`config.mk`:
```
export PLATFORM = sky130hd
export DESIGN_NAME = xm_regs_top
export DESIGN_NICKNAME = d
export VERILOG_FILES = /design/src/xm_pkg.sv /design/src/xm_byte_pair.sv /design/src/xm_vram_port.sv /design/src/xm_tick_timer.sv /design/src/xm_regs_top.sv
export SDC_FILE = /design/constraint.sdc
export NUM_CORES = 1
export LEC_CHECK = 0
export ABC_AREA = 1
export BUFFER_PORTS_ARGS = -buffer_cell sky130_fd_sc_hd__buf_4
export CELL_PAD_IN_SITES_DETAIL_PLACEMENT = 0
export CELL_PAD_IN_SITES_GLOBAL_PLACEMENT = 1
export CORE_MARGIN = 1
export CORE_UTILIZATION = 47
export CTS_CLUSTER_SIZE = 14
export DETAILED_ROUTE_END_ITERATION = 10
export GPL_TIMING_DRIVEN = 0
export PLACE_DENSITY_LB_ADDON = 0.15
export SLEW_MARGIN = 20
export SYNTH_ARGS = -nofsm -noshare
export SYNTH_HDL_FRONTEND = slang
export SYNTH_SLANG_ARGS = --single-unit
```
`constraint.sdc`:
```
create_clock -name clk -period 2.8 [get_ports clk]
set_input_delay 0.14 -clock clk [delete_from_list [all_inputs] [get_ports clk]]
set_output_delay 0.14 -clock clk [all_outputs]
set_load 0.01 [all_outputs]
```
`src/xm_pkg.sv`:
```
////////////////////////////////////////////////////////////
// shared types and constants for the video host register block
// register numbers, bus/VRAM widths, timer divisor and the
// bus event and VRAM request structs used between modules
////////////////////////////////////////////////////////////

package xm_pkg;

    localparam int BYTE_W = 8;                  // cpu bus byte
    localparam int WORD_W = 16;                 // register and VRAM word
    localparam int MASK_W = 4;                  // one bit per nibble of a word

    // clocks per timer tick minus one
    // short value for simulation, hardware derives it from the pixel clock
    localparam int TIMER_DIV    = 15;
    localparam int TIMER_FRAC_W = $clog2(TIMER_DIV + 1);   // width of tick fraction counter

    // register numbers, also used as the bus opcode
    typedef enum logic [3:0] {
        XR_ADDR   = 4'h0,               // dropped, reads zero
        XR_DATA   = 4'h1,               // dropped
        RD_INCR   = 4'h2,
        RD_ADDR   = 4'h3,               // odd write starts a read
        WR_INCR   = 4'h4,
        WR_ADDR   = 4'h5,
        DATA      = 4'h6,               // VRAM data port
        DATA_2    = 4'h7,               // alias of DATA
        SYS_CTRL  = 4'h8,               // nibble write mask
        TIMER     = 4'h9,               // 1/10 ms count
        UNUSED_A  = 4'hA,
        UNUSED_B  = 4'hB,
        RW_INCR   = 4'hC,               // dropped rw port
        RW_ADDR   = 4'hD,
        RW_DATA   = 4'hE,
        RW_DATA_2 = 4'hF
    } xm_reg_e;

    // registered bus activity, one cycle after the bus strobe
    typedef struct packed {
        logic                 even_wr;      // even byte written
        logic                 word_wr;      // odd byte written, word complete
        logic                 word_rd;      // odd byte read
        xm_reg_e              reg_num;      // register addressed
        logic [BYTE_W-1:0]    data_byte;    // raw bus byte
        logic [WORD_W-1:0]    word;         // paired even/odd word
    } xm_bus_evt_t;

    // VRAM access request, held until vgen_sel_i is low
    typedef struct packed {
        logic                 sel;          // VRAM select
        logic                 wr;           // write, else read
        logic [MASK_W-1:0]    wrmask;       // nibble write enables
        logic [WORD_W-1:0]    addr;         // word address
        logic [WORD_W-1:0]    data;         // write data
    } xm_vram_req_t;

endpackage

```
`src/xm_byte_pair.sv`:
```
////////////////////////////////////////////////////////////
// pairs the even and odd bytes of the 8-bit cpu bus into
// 16-bit register words; every bus strobe comes out one
// cycle later as a pulse in the bus event struct
////////////////////////////////////////////////////////////
`timescale 1ns/1ns

module xm_byte_pair (
    input  logic                        clk,
    input  logic                        reset_i,
    input  logic                        bus_wr_i,       // one cycle write strobe
    input  logic                        bus_rd_i,       // one cycle read strobe
    input  xm_pkg::xm_reg_e             bus_reg_num_i,  // register number
    input  logic                        bus_bytesel_i,  // 0 = even = high byte
    input  logic [xm_pkg::BYTE_W-1:0]   bus_data_i,     // bus write byte
    output xm_pkg::xm_bus_evt_t         evt_o           // registered bus event
);
    import xm_pkg::*;

    logic [BYTE_W-1:0]  data_even;      // even byte latch for DATA/DATA_2
    logic [BYTE_W-1:0]  other_even;     // generic even byte latch
    xm_reg_e            other_reg;      // owner of other_even
    logic [BYTE_W-1:0]  even_byte;      // high byte used on odd write
    logic               is_data;        // bus addresses DATA or DATA_2
    logic               is_addr;        // address regs keep their own high byte

    assign is_data = (bus_reg_num_i == DATA) || (bus_reg_num_i == DATA_2);
    assign is_addr = (bus_reg_num_i == RD_ADDR) || (bus_reg_num_i == WR_ADDR);

    // pick the high byte for the word being completed
    always_comb begin
        if (is_data) begin
            even_byte = data_even;
        end else if (other_reg == bus_reg_num_i) begin
            even_byte = other_even;
        end else begin
            even_byte = '0;                         // even byte went elsewhere
        end
    end

    always_ff @(posedge clk) begin
        if (reset_i) begin
            data_even  <= '0;
            other_even <= '0;
            other_reg  <= XR_ADDR;
            evt_o      <= '0;
        end else begin
            evt_o.even_wr   <= bus_wr_i && !bus_bytesel_i;
            evt_o.word_wr   <= bus_wr_i && bus_bytesel_i;
            evt_o.word_rd   <= bus_rd_i && bus_bytesel_i;   // only odd reads matter
            evt_o.reg_num   <= bus_reg_num_i;
            evt_o.data_byte <= bus_data_i;
            evt_o.word      <= {even_byte, bus_data_i};

            if (bus_wr_i && !bus_bytesel_i) begin
                if (is_data) begin
                    data_even <= bus_data_i;            // held until odd byte
                end else if (!is_addr) begin
                    other_even <= bus_data_i;           // tagged with its register
                    other_reg  <= bus_reg_num_i;
                end
            end
        end
    end

endmodule

```
`src/xm_vram_port.sv`:
```
////////////////////////////////////////////////////////////
// cpu side VRAM port: read and write address/increment regs,
// request issue with hold against the video generator, and
// capture of read data with prefetch on DATA reads
////////////////////////////////////////////////////////////
`timescale 1ns/1ns

module xm_vram_port (
    input  logic                        clk,
    input  logic                        reset_i,
    input  xm_pkg::xm_bus_evt_t         evt_i,          // paired bus event
    input  logic [xm_pkg::MASK_W-1:0]   wrmask_i,       // SYS_CTRL nibble mask
    input  logic                        vgen_sel_i,     // video owns VRAM this cycle
    input  logic [xm_pkg::WORD_W-1:0]   vram_data_i,    // VRAM read data
    output xm_pkg::xm_vram_req_t        req_o,          // VRAM request
    output logic [xm_pkg::WORD_W-1:0]   rd_addr_o,      // for readback
    output logic [xm_pkg::WORD_W-1:0]   rd_incr_o,
    output logic [xm_pkg::WORD_W-1:0]   wr_addr_o,
    output logic [xm_pkg::WORD_W-1:0]   wr_incr_o,
    output logic [xm_pkg::WORD_W-1:0]   rd_word_o       // last word read
);
    import xm_pkg::*;

    logic   rd_pend;        // read request outstanding
    logic   rd_ack;         // read accepted last cycle, data on bus now
    logic   accept;         // request taken this cycle
    logic   is_data;        // event addresses DATA or DATA_2

    assign accept  = req_o.sel && !vgen_sel_i;
    assign is_data = (evt_i.reg_num == DATA) || (evt_i.reg_num == DATA_2);

    always_ff @(posedge clk) begin
        if (reset_i) begin
            req_o.sel    <= 1'b0;
            req_o.wr     <= 1'b0;
            req_o.wrmask <= '1;
            req_o.addr   <= '0;
            req_o.data   <= '0;
            rd_pend      <= 1'b0;
            rd_ack       <= 1'b0;
            rd_addr_o    <= '0;
            rd_incr_o    <= '0;
            wr_addr_o    <= '0;
            wr_incr_o    <= '0;
            rd_word_o    <= '0;             // DATA reads zero after reset
        end else begin
            // capture read word the cycle after the ack
            if (rd_ack) begin
                rd_word_o <= vram_data_i;
            end
            rd_ack <= 1'b0;

            // video slot free, pending request completes now
            if (!vgen_sel_i) begin
                rd_ack <= rd_pend;
                if (rd_pend) begin
                    rd_addr_o <= rd_addr_o + rd_incr_o;     // step to next read word
                end
                if (accept && req_o.wr) begin
                    wr_addr_o <= wr_addr_o + wr_incr_o;     // auto-increment after write
                end
                req_o.sel <= 1'b0;
                req_o.wr  <= 1'b0;
                rd_pend   <= 1'b0;
            end

            // even byte of an address goes straight into the high half
            if (evt_i.even_wr) begin
                case (evt_i.reg_num)
                    RD_ADDR: rd_addr_o[WORD_W-1:BYTE_W] <= evt_i.data_byte;
                    WR_ADDR: wr_addr_o[WORD_W-1:BYTE_W] <= evt_i.data_byte;
                    default: ;
                endcase
            end

            // odd byte completes the word, may start a request
            if (evt_i.word_wr) begin
                case (evt_i.reg_num)
                    RD_INCR: begin
                        rd_incr_o <= evt_i.word;
                    end
                    RD_ADDR: begin
                        rd_addr_o[BYTE_W-1:0] <= evt_i.word[BYTE_W-1:0];
                        req_o.addr   <= {rd_addr_o[WORD_W-1:BYTE_W], evt_i.word[BYTE_W-1:0]};
                        req_o.sel    <= 1'b1;           // read at new address
                        req_o.wr     <= 1'b0;
                        req_o.wrmask <= wrmask_i;
                        rd_pend      <= 1'b1;
                    end
                    WR_INCR: begin
                        wr_incr_o <= evt_i.word;
                    end
                    WR_ADDR: begin
                        wr_addr_o[BYTE_W-1:0] <= evt_i.word[BYTE_W-1:0];
                    end
                    DATA, DATA_2: begin
                        req_o.addr   <= wr_addr_o;      // write at current wr address
                        req_o.data   <= evt_i.word;
                        req_o.sel    <= 1'b1;
                        req_o.wr     <= 1'b1;
                        req_o.wrmask <= wrmask_i;
                        rd_pend      <= 1'b0;           // replaces any held read
                    end
                    default: ;                          // other regs handled elsewhere
                endcase
            end

            // odd DATA read prefetches the word at rd address
            if (evt_i.word_rd && is_data) begin
                req_o.addr   <= rd_addr_o;
                req_o.sel    <= 1'b1;
                req_o.wr     <= 1'b0;
                req_o.wrmask <= wrmask_i;
                rd_pend      <= 1'b1;
            end
        end
    end

endmodule

```
`src/xm_tick_timer.sv`:
```
////////////////////////////////////////////////////////////
// free-running 1/10 ms timer; a fraction counter divides
// the clock by TIMER_DIV+1 and steps a wrapping 16-bit count
////////////////////////////////////////////////////////////
`timescale 1ns/1ns

module xm_tick_timer (
    input  logic                        clk,
    input  logic                        reset_i,
    output logic [xm_pkg::WORD_W-1:0]   count_o     // ticks since reset
);
    import xm_pkg::*;

    logic [TIMER_FRAC_W-1:0] frac;      // clocks within current tick

    always_ff @(posedge clk) begin
        if (reset_i) begin
            frac    <= '0;
            count_o <= '0;
        end else if (frac == TIMER_FRAC_W'(TIMER_DIV)) begin
            frac    <= '0;
            count_o <= count_o + 1'b1;  // wraps at 16 bits
        end else begin
            frac    <= frac + 1'b1;
        end
    end

endmodule

```
`src/xm_regs_top.sv`:
```
////////////////////////////////////////////////////////////
// host register block top: bus byte pairing, VRAM port,
// timer and the SYS_CTRL write mask, plus the combinational
// byte readback of the register on the bus
////////////////////////////////////////////////////////////
`timescale 1ns/1ns

module xm_regs_top (
    input  logic                        clk,
    input  logic                        reset_i,
    input  logic                        bus_wr_i,       // synchronized write strobe
    input  logic                        bus_rd_i,       // synchronized read strobe
    input  xm_pkg::xm_reg_e             bus_reg_num_i,
    input  logic                        bus_bytesel_i,  // 0 = even = high byte
    input  logic [xm_pkg::BYTE_W-1:0]   bus_data_i,
    output logic [xm_pkg::BYTE_W-1:0]   bus_data_o,     // readback byte
    input  logic                        vgen_sel_i,     // video generator owns VRAM
    output xm_pkg::xm_vram_req_t        vram_req_o,
    input  logic [xm_pkg::WORD_W-1:0]   vram_data_i
);
    import xm_pkg::*;

    xm_bus_evt_t        evt;            // paired bus event
    logic [MASK_W-1:0]  wrmask;         // SYS_CTRL nibble mask
    logic [WORD_W-1:0]  rd_addr;
    logic [WORD_W-1:0]  rd_incr;
    logic [WORD_W-1:0]  wr_addr;
    logic [WORD_W-1:0]  wr_incr;
    logic [WORD_W-1:0]  rd_word;        // last VRAM read word
    logic [WORD_W-1:0]  timer_count;
    logic [WORD_W-1:0]  rb_word;        // word of the addressed register

    xm_byte_pair u_xm_byte_pair (
        .clk           (clk),
        .reset_i       (reset_i),
        .bus_wr_i      (bus_wr_i),
        .bus_rd_i      (bus_rd_i),
        .bus_reg_num_i (bus_reg_num_i),
        .bus_bytesel_i (bus_bytesel_i),
        .bus_data_i    (bus_data_i),
        .evt_o         (evt)
    );

    xm_vram_port u_xm_vram_port (
        .clk         (clk),
        .reset_i     (reset_i),
        .evt_i       (evt),
        .wrmask_i    (wrmask),
        .vgen_sel_i  (vgen_sel_i),
        .vram_data_i (vram_data_i),
        .req_o       (vram_req_o),
        .rd_addr_o   (rd_addr),
        .rd_incr_o   (rd_incr),
        .wr_addr_o   (wr_addr),
        .wr_incr_o   (wr_incr),
        .rd_word_o   (rd_word)
    );

    xm_tick_timer u_xm_tick_timer (
        .clk     (clk),
        .reset_i (reset_i),
        .count_o (timer_count)
    );

    // mask taken from high nibble of the even byte; odd byte ignored
    always_ff @(posedge clk) begin
        if (reset_i) begin
            wrmask <= '1;                   // all nibbles writable
        end else if (evt.word_wr && (evt.reg_num == SYS_CTRL)) begin
            wrmask <= evt.word[WORD_W-MASK_W +: MASK_W];
        end
    end

    // readback word select, dropped regs read zero
    always_comb begin
        case (bus_reg_num_i)
            RD_INCR:      rb_word = rd_incr;
            RD_ADDR:      rb_word = rd_addr;
            WR_INCR:      rb_word = wr_incr;
            WR_ADDR:      rb_word = wr_addr;
            DATA, DATA_2: rb_word = rd_word;
            SYS_CTRL:     rb_word = {{(BYTE_W - MASK_W){1'b0}}, wrmask, {BYTE_W{1'b0}}};
            TIMER:        rb_word = timer_count;
            default:      rb_word = '0;
        endcase
    end

    assign bus_data_o = bus_bytesel_i ? rb_word[BYTE_W-1:0] : rb_word[WORD_W-1:BYTE_W];

endmodule

```
==> metrics, run 1 <==
outcome completed; 1st-pass router iterations 6; average size of a mapped cell 6.69 sq um; Largest Register u_xm_vram_port.req_o; drt drc 0; post-DP HPWL 27.1 mm; total gr overflow 0; Setup violations, final 0; clock skew 13.1 ps; CP Data Arrival Time 2250 ps; mapped cell area 0.00981 sq mm; Core ar. 0.0204 sq mm; CTS sink count 187; Peak supply drop 0.361 mV; Vias 10100; synthesized net count 1534; Setup TNS Final 0 ps; predominant post-synthesis flop cell dfxtp_1; total CTS buffers 17; Die Width 146 um; Fmax 419 MHz; Top Registers u_xm_vram_port.req_o x38, u_xm_byte_pair.evt_o x23; leading cell type in the layout, fill and taps excluded nand2_1; CTS resizes 0; Detailed Route WL 35.0 mm; Slew @ Worst Pin 897 ps; non-filler instance count after layout 1873; H-tree depth 4; crit path launch type input pin; Leakage 5.32 nW; Via density 5.41; Std-Cell Rows 52; vias in the first global route 9311; most frequent cells in the layout 346 x nand2_1, 193 x inv_1, 187 x dfxtp_1, 150 x o21ai_0, 141 x nor2_1; Top-Level Pins 80; clock transition at the registers of the reported paths 70 ps; Max Cap Viol 0; final hold vios 0; Clk Latency, worst-skew pair 440 ps; # diodes 0; Initial DRC Count 1013; max FFs per register 38; RSZ-0062 raised after global routing no; CP Capture Type output port; Placer Congestion 0.992; Post-CTS Setup Inserts 0; Die H 146 um; Yosys reg bits 187; PD cells 475 mW/mm^2; Async SR Flop Fraction 0%; Distinct cells, synth 45; largest net degree at the start of global routing 20; die area 0.0215 sq mm; clk root buf clkbuf_16; initial antenna violation count 0; # port buffers 76; area delta synth->final 18.1%; Initial Util 48.2%; EDFF count, synth 0; Net count, final 1658; cts hold-fix bufs 29; max_slew headroom 40.2%; GR Util All Layers 32.9%; Final ANT Viol Nets 0; Avg WL per Cell 18.7 um; Worst Setup Path Type input pin to output port; register area share after synthesis 38.2%; worst-path fanout max 10; Min Clock Period, post-route 2390 ps; global-route wire length before repair 52.9 mm; Final period util 85.2%; Placed Cells 1812; Post-Synthesis Cells 1466; clock tree buffer depth 2; Worst EP required 2660 ps; HP Class input pin to flop; Yosys Warn Count 0; share of cells above drive strength 1 10.8%; max-slew violation count 0; TritonCTS clock tree yes
## path summary, 6_finish.rpt
| check | slack (ps) | from | depth (start not counted) | to |
|---|---|---|---|---|
| setup / recovery | 410 | bus_reg_num_i[1] | 11 | bus_data_o[3] |
| hold / removal | 10 | vgen_sel_i | 3 | u_xm_vram_port.req_o[37] |
| setup reg to reg | 790 | u_xm_vram_port.rd_addr_o[0] | 11 | u_xm_vram_port.rd_addr_o[6] |
| hold reg to reg | 450 | u_xm_byte_pair.other_even[7] | 2 | u_xm_byte_pair.other_even[7] |
## power breakdown
| group | switching (W) | leakage, nW | internal, W |
|---|---|---|---|
| Combinational | 0.000226 | 3.52 | 0.000131 |
| Sequential | 0.0000567 | 1.51 | 0.00270 |
| Clock | 0.00119 | 0.281 | 0.00120 |
## critical path, stage by stage
cell and delay, ps:
dlygate4sd3_1 540, buf_4 180, nor2_2 230, nand2_2 170
inv_2 120, buf_4 170, nand2_1 70, o211ai_1 160
nor3_1 90, o21ai_1 200, buf_4 160
## synth_stat cells (2+ instances only)
master	n	area [sq um]
a21oi_1	127	636
a311oi_1	2	17.5
a31oi_1	12	75.1
buf_1	6	22.5
buf_2	17	85.1
buf_4	7	52.6
clkbuf_1	23	86.3
clkinv_1	4	15.0
dfxtp_1	187	3740
fa_1	2	40.0
ha_1	32	400
inv_1	193	724
inv_2	14	52.6
nand2_1	346	1300
nand2_2	6	37.5
nand3_1	84	420
nand3_2	4	40.0
nand3b_1	9	67.6
nand4_1	8	50.1
nor2_1	141	529
nor2_2	6	37.5
nor2_4	5	56.3
nor3_1	15	75.1
o211ai_1	7	52.6
o21ai_0	150	751
o21ai_1	13	65.1
o22ai_1	17	106
xnor2_1	2	17.5
xor2_1	11	96.3
## per-layer routing
| metal | GRT usage, % | part of all wire [%] | up-vias |
|---|---|---|---|
| met1 | 43.3 | 44 | 4635 |
| met3 | 6.25 | 6.8 | 102 |
| met2 | 53.0 | 46 | 397 |
| li1 | - | - | 4995 |
| met5 | 0 | 0 | - |
| met4 | 13.3 | 3.9 | 0 |
## metrics by stage
stage	power [W]	instance area (sq um)	utilization, %	hold WS (ps)	setup slack [ps]
global placement	0.00313	10700	52.6	365	861
detailed placement	0.00313	10700	52.6	369	821
finish	0.00550	11600	56.9	10.5	415
floorplan	0.00298	9810	-	263	1140
global route	0.00565	11600	56.9	5.48	296
CTS	0.00549	11600	56.9	3.51	473
## logic make-up after synthesis
family / Yosys count / share of synthesized area, %
and+or+nand+nor: 633 / 27.7
AOI/OAI and AO/OA: 333 / 17.8
buffers and inverters: 265 / 10.6
DFF: 187 / 38.2
adders and majority gates: 34 / 4.49
xor gates and xnor gates: 13 / 1.16
muxes: 1 / 0.102
## cell type report
cell class              instances  area, sq um
plain buffers                  53          246
clock buffers                  19          433
clock inverters                13          149
fillers                      2041         8770
inverters                     212          798
multi-input cells            1014         5020
flip-flops and latches        187         3740
well taps                     270          338
repair buffers                105          861
Power figures use the tool's default switching activity.
==> run 2, diff against run 1 <==
--- a/config.mk
+++ b/config.mk
@@ -18,4 +18,5 @@
 export SLEW_MARGIN = 20
 export SYNTH_ARGS = -nofsm -noshare
 export SYNTH_HDL_FRONTEND = slang
+export SYNTH_HIERARCHICAL = 1
 export SYNTH_SLANG_ARGS = --single-unit
==> run 2 against run 1 <==
  * The run now ends with design-rule violations left
  * Final cell count rose by 11%
  * Synthesized cell count is 12% higher
  * Setup slack improved by 86 ps
  * Flip-flop and latch count stayed put
  * Total power grew 6.6%
  * Register-to-register slack worse by 260 ps
  * Combinational power rose by 20%
  * Clock skew grew 8.7 ps
  * Critical path type unchanged
  * Highest routed layer unchanged
  * Design area is 8.3% higher
  * Hold slack improved by 20 ps
  * Global-route usage down 1.2 points
  * Routed wire length increased by 5.1%
  * Critical endpoint is now bus_data_o[4]
==> metrics, run 2 <==
total gr overflow 0 (unchanged); CP Data Arrival Time 2160 ps (-90 ps); Initial Util 48.3% (+0.081 points); post-synthesis compound-gate area fraction 13.6% (-4.2 points); Core ar. 0.0220 sq mm (+8.2%); Via density 5.29 (-2.1%); Worst Hold Launch bus_reg_num_i[0]; Slew @ Worst Pin 788 ps (-109 ps); Final ANT Viol Nets 0 (unchanged); leading cell type in the layout, fill and taps excluded nand2_1; max_slew headroom 47.5% (+7.3 points); Placed Cells 2006 (+11%); PD cells 467 mW/mm^2 (-1.6%); Fmax 435 MHz (+3.8%); origin of the worst setup path bus_reg_num_i[3]; Avg WL per Cell 17.8 um (-4.9%); Clk Latency, worst-skew pair 450 ps (about the same); Die Width 152 um (+4.0%); multi-input logic area 0.00561 sq mm (+12%); Final period util 82.1% (-3.1 points); Min Hold Slack 30.0 ps (+19.6 ps); synthesized net count 1715 (+12%); clk root buf clkbuf_16; Initial DRC Count 1007 (-0.59%); worst-path fanout max 10 (unchanged); initial antenna violation count 0 (unchanged); global-route wire length before repair 56.6 mm (+7.0%); sequential cell area 0.00374 sq mm (unchanged); cell taking the most area after synthesis dfxtp_1; post-DP HPWL 28.6 mm (+5.4%); 1st-pass router iterations 8 (+2); GR Util All Layers 31.7% (-1.2 points); register area share after synthesis 35.2% (-2.9 points); non-filler instance count after layout 2070 (+11%); Leakage 6.00 nW (+13%); area delta synth->final 18.1% (about the same); Yosys reg bits 187 (unchanged); clock tree buffer depth 2 (unchanged); HP Class input pin to flop; Largest Register u_xm_vram_port/req_o; Synth top area share 35.2% (-2.9 points); worst reg-to-reg setup slack 530 ps (-260 ps); Detailed Route WL 36.8 mm (+5.1%); Worst EP required 2660 ps (about the same); Worst Setup Path Type input pin to output port; die area 0.0232 sq mm (+8.2%); Post-Synthesis Cells 1647 (+12%); mux share of post-synthesis cell area 0% (-0.10 points); vias in the first global route 10200 (+9.3%); Synth Area in Adders 4.14% (-0.35 points); Peak supply drop 0.439 mV (+22%); Min Clock Period, post-route 2300 ps (-86.4 ps); clock skew 21.7 ps (+8.66 ps); Placer Congestion 0.968 (-2.4%); most instantiated cells after synthesis 404 x nand2_1, 226 x nor2_1, 217 x inv_1, 187 x dfxtp_1, 153 x nand3_1; Setup TNS Final 0 ps (unchanged); Top-Level Pins 80 (unchanged); Die H 152 um (+4.0%); Setup violations, final 0 (unchanged); fill cell count 2265 (+11%); CTS sink count 187 (unchanged); reg2reg start u_xm_byte_pair/evt_o[24]; most frequent cells in the layout 404 x nand2_1, 226 x nor2_1, 217 x inv_1, 187 x dfxtp_1, 153 x nand3_1; RSZ-0062 raised after global routing no; drt drc 1 (+1); total power 0.00587 W (+6.6%); mapped cell area 0.0106 sq mm (+8.3%); most frequent cell after synthesis nand2_1; final hold vios 0 (unchanged); max-slew violation count 0 (unchanged); Async SR Flop Fraction 0% (unchanged); Vias 11000 (+8.2%); total CTS buffers 17 (unchanged); outcome complete, but fails checks; clock transition at the registers of the reported paths 90 ps (+20 ps); share of cells above drive strength 1 11.1% (+0.27 points); Distinct cells, synth 43 (-4.4%); CP Capture Type output port; Net count, final 1845 (+11%); predominant post-synthesis flop cell dfxtp_1; Synth area leaders dfxtp_1 35%, nand2_1 14%, nor2_1 8.0%; Std-Cell Rows 54 (+3.8%); TritonCTS clock tree yes; largest family of logic cells by synthesized area simple AND/OR/NAND/NOR gates; H-tree depth 4 (unchanged); Max Cap Viol 0 (unchanged); final core occ 57.0% (+0.086 points); simple-gate share of the synthesized area 34.4% (+6.7 points); Top Registers u_xm_vram_port/req_o x38, u_xm_byte_pair/evt_o x23; crit path launch type input pin; post-synthesis xor/xnor area fraction 0.742% (-0.42 points); # port buffers 79 (+3.9%); failing checks design-rule violations; max FFs per register 38 (unchanged); average size of a mapped cell 6.45 sq um (-3.6%); # diodes 0 (unchanged); EDFF count, synth 0 (unchanged); largest net degree at the start of global routing 25 (+25%); Yosys Warn Count 6 (+6)
## run 2: cell types whose count changed after synthesis, sizes merged, moves of 8 or more
cell   previous run  this run
nor2            152       239
nand3            88       158
nand2           353       411
o21ai           163       126
a21oi           127       107
inv             208       226
buf              30        46
a31oi            12        20
## run 2: repair_timing
action / CTS / global route
endpoints found under the hold margin: 37 / 1
gates resized for setup: 0 / 0
hold buffers: 31 / 1
buffers inserted: 0 / 0
## run 2: final cells by class
type / count / area share (%)
multi-input combinational: 1161 / 44.7
sequential: 187 / 29.8
timing repair buffer: 111 / 7.27
inverter: 228 / 6.82
clock buffer: 17 / 3.39
buffer: 71 / 3.32
tap: 280 / 2.79
clock inverter: 15 / 1.89
## run 2: critical path: stages
cell and delay (ps):
dlygate4sd3_1 540, buf_4 170, nor2_2 330, nand2_1 140, buf_2 200, nor2_1 180, nor2_1 100, nand2_1 70
nand2_1 40, nand2_1 110, buf_4 130
## run 2: worst paths after layout
kind                                   to  cells after the start
min reg2reg       u_xm_tick_timer/frac[0]                      1
min              u_xm_byte_pair/evt_o[24]                      3
max                         bus_data_o[4]                     11
max reg2reg  u_xm_vram_port/wr_addr_o[15]                      6
## run 2: metrics by stage
stage,area (sq um),worst slack (ps)
after CTS,12500,527
after global routing,12600,333
after global placement,11600,710
after floorplan,10600,1130
after detailed placement,11600,682
final,12600,501
## run 2: cells by family (layout without fill, tap and decap cells)
family,after synthesis,after routing
XOR/XNOR,9,9
AND/OR/NAND/NOR,844,844
AO/OA/AOI/OAI,274,274
adder cells (fa/ha/maj),34,34
buffers and inverters,299,442
flip-flops,187,187
## run 2: where the power goes
| group | total [W] | leakage, nW | switching (W) | internal [W] |
|---|---|---|---|---|
| logic | 0.000428 | 4.16 | 0.000266 | 0.000162 |
| registers | 0.00276 | 1.51 | 0.0000544 | 0.00270 |
| clock network | 0.00268 | 0.320 | 0.00139 | 0.00129 |
## run 2: layer usage
metal	up-vias	wire, um	track usage, %
met4	0	1200	11.6
met2	386	16800	52.5
met5	-	0	0
li1	5508	-	-
met3	65	2300	4.12
met1	4997	16400	42.2
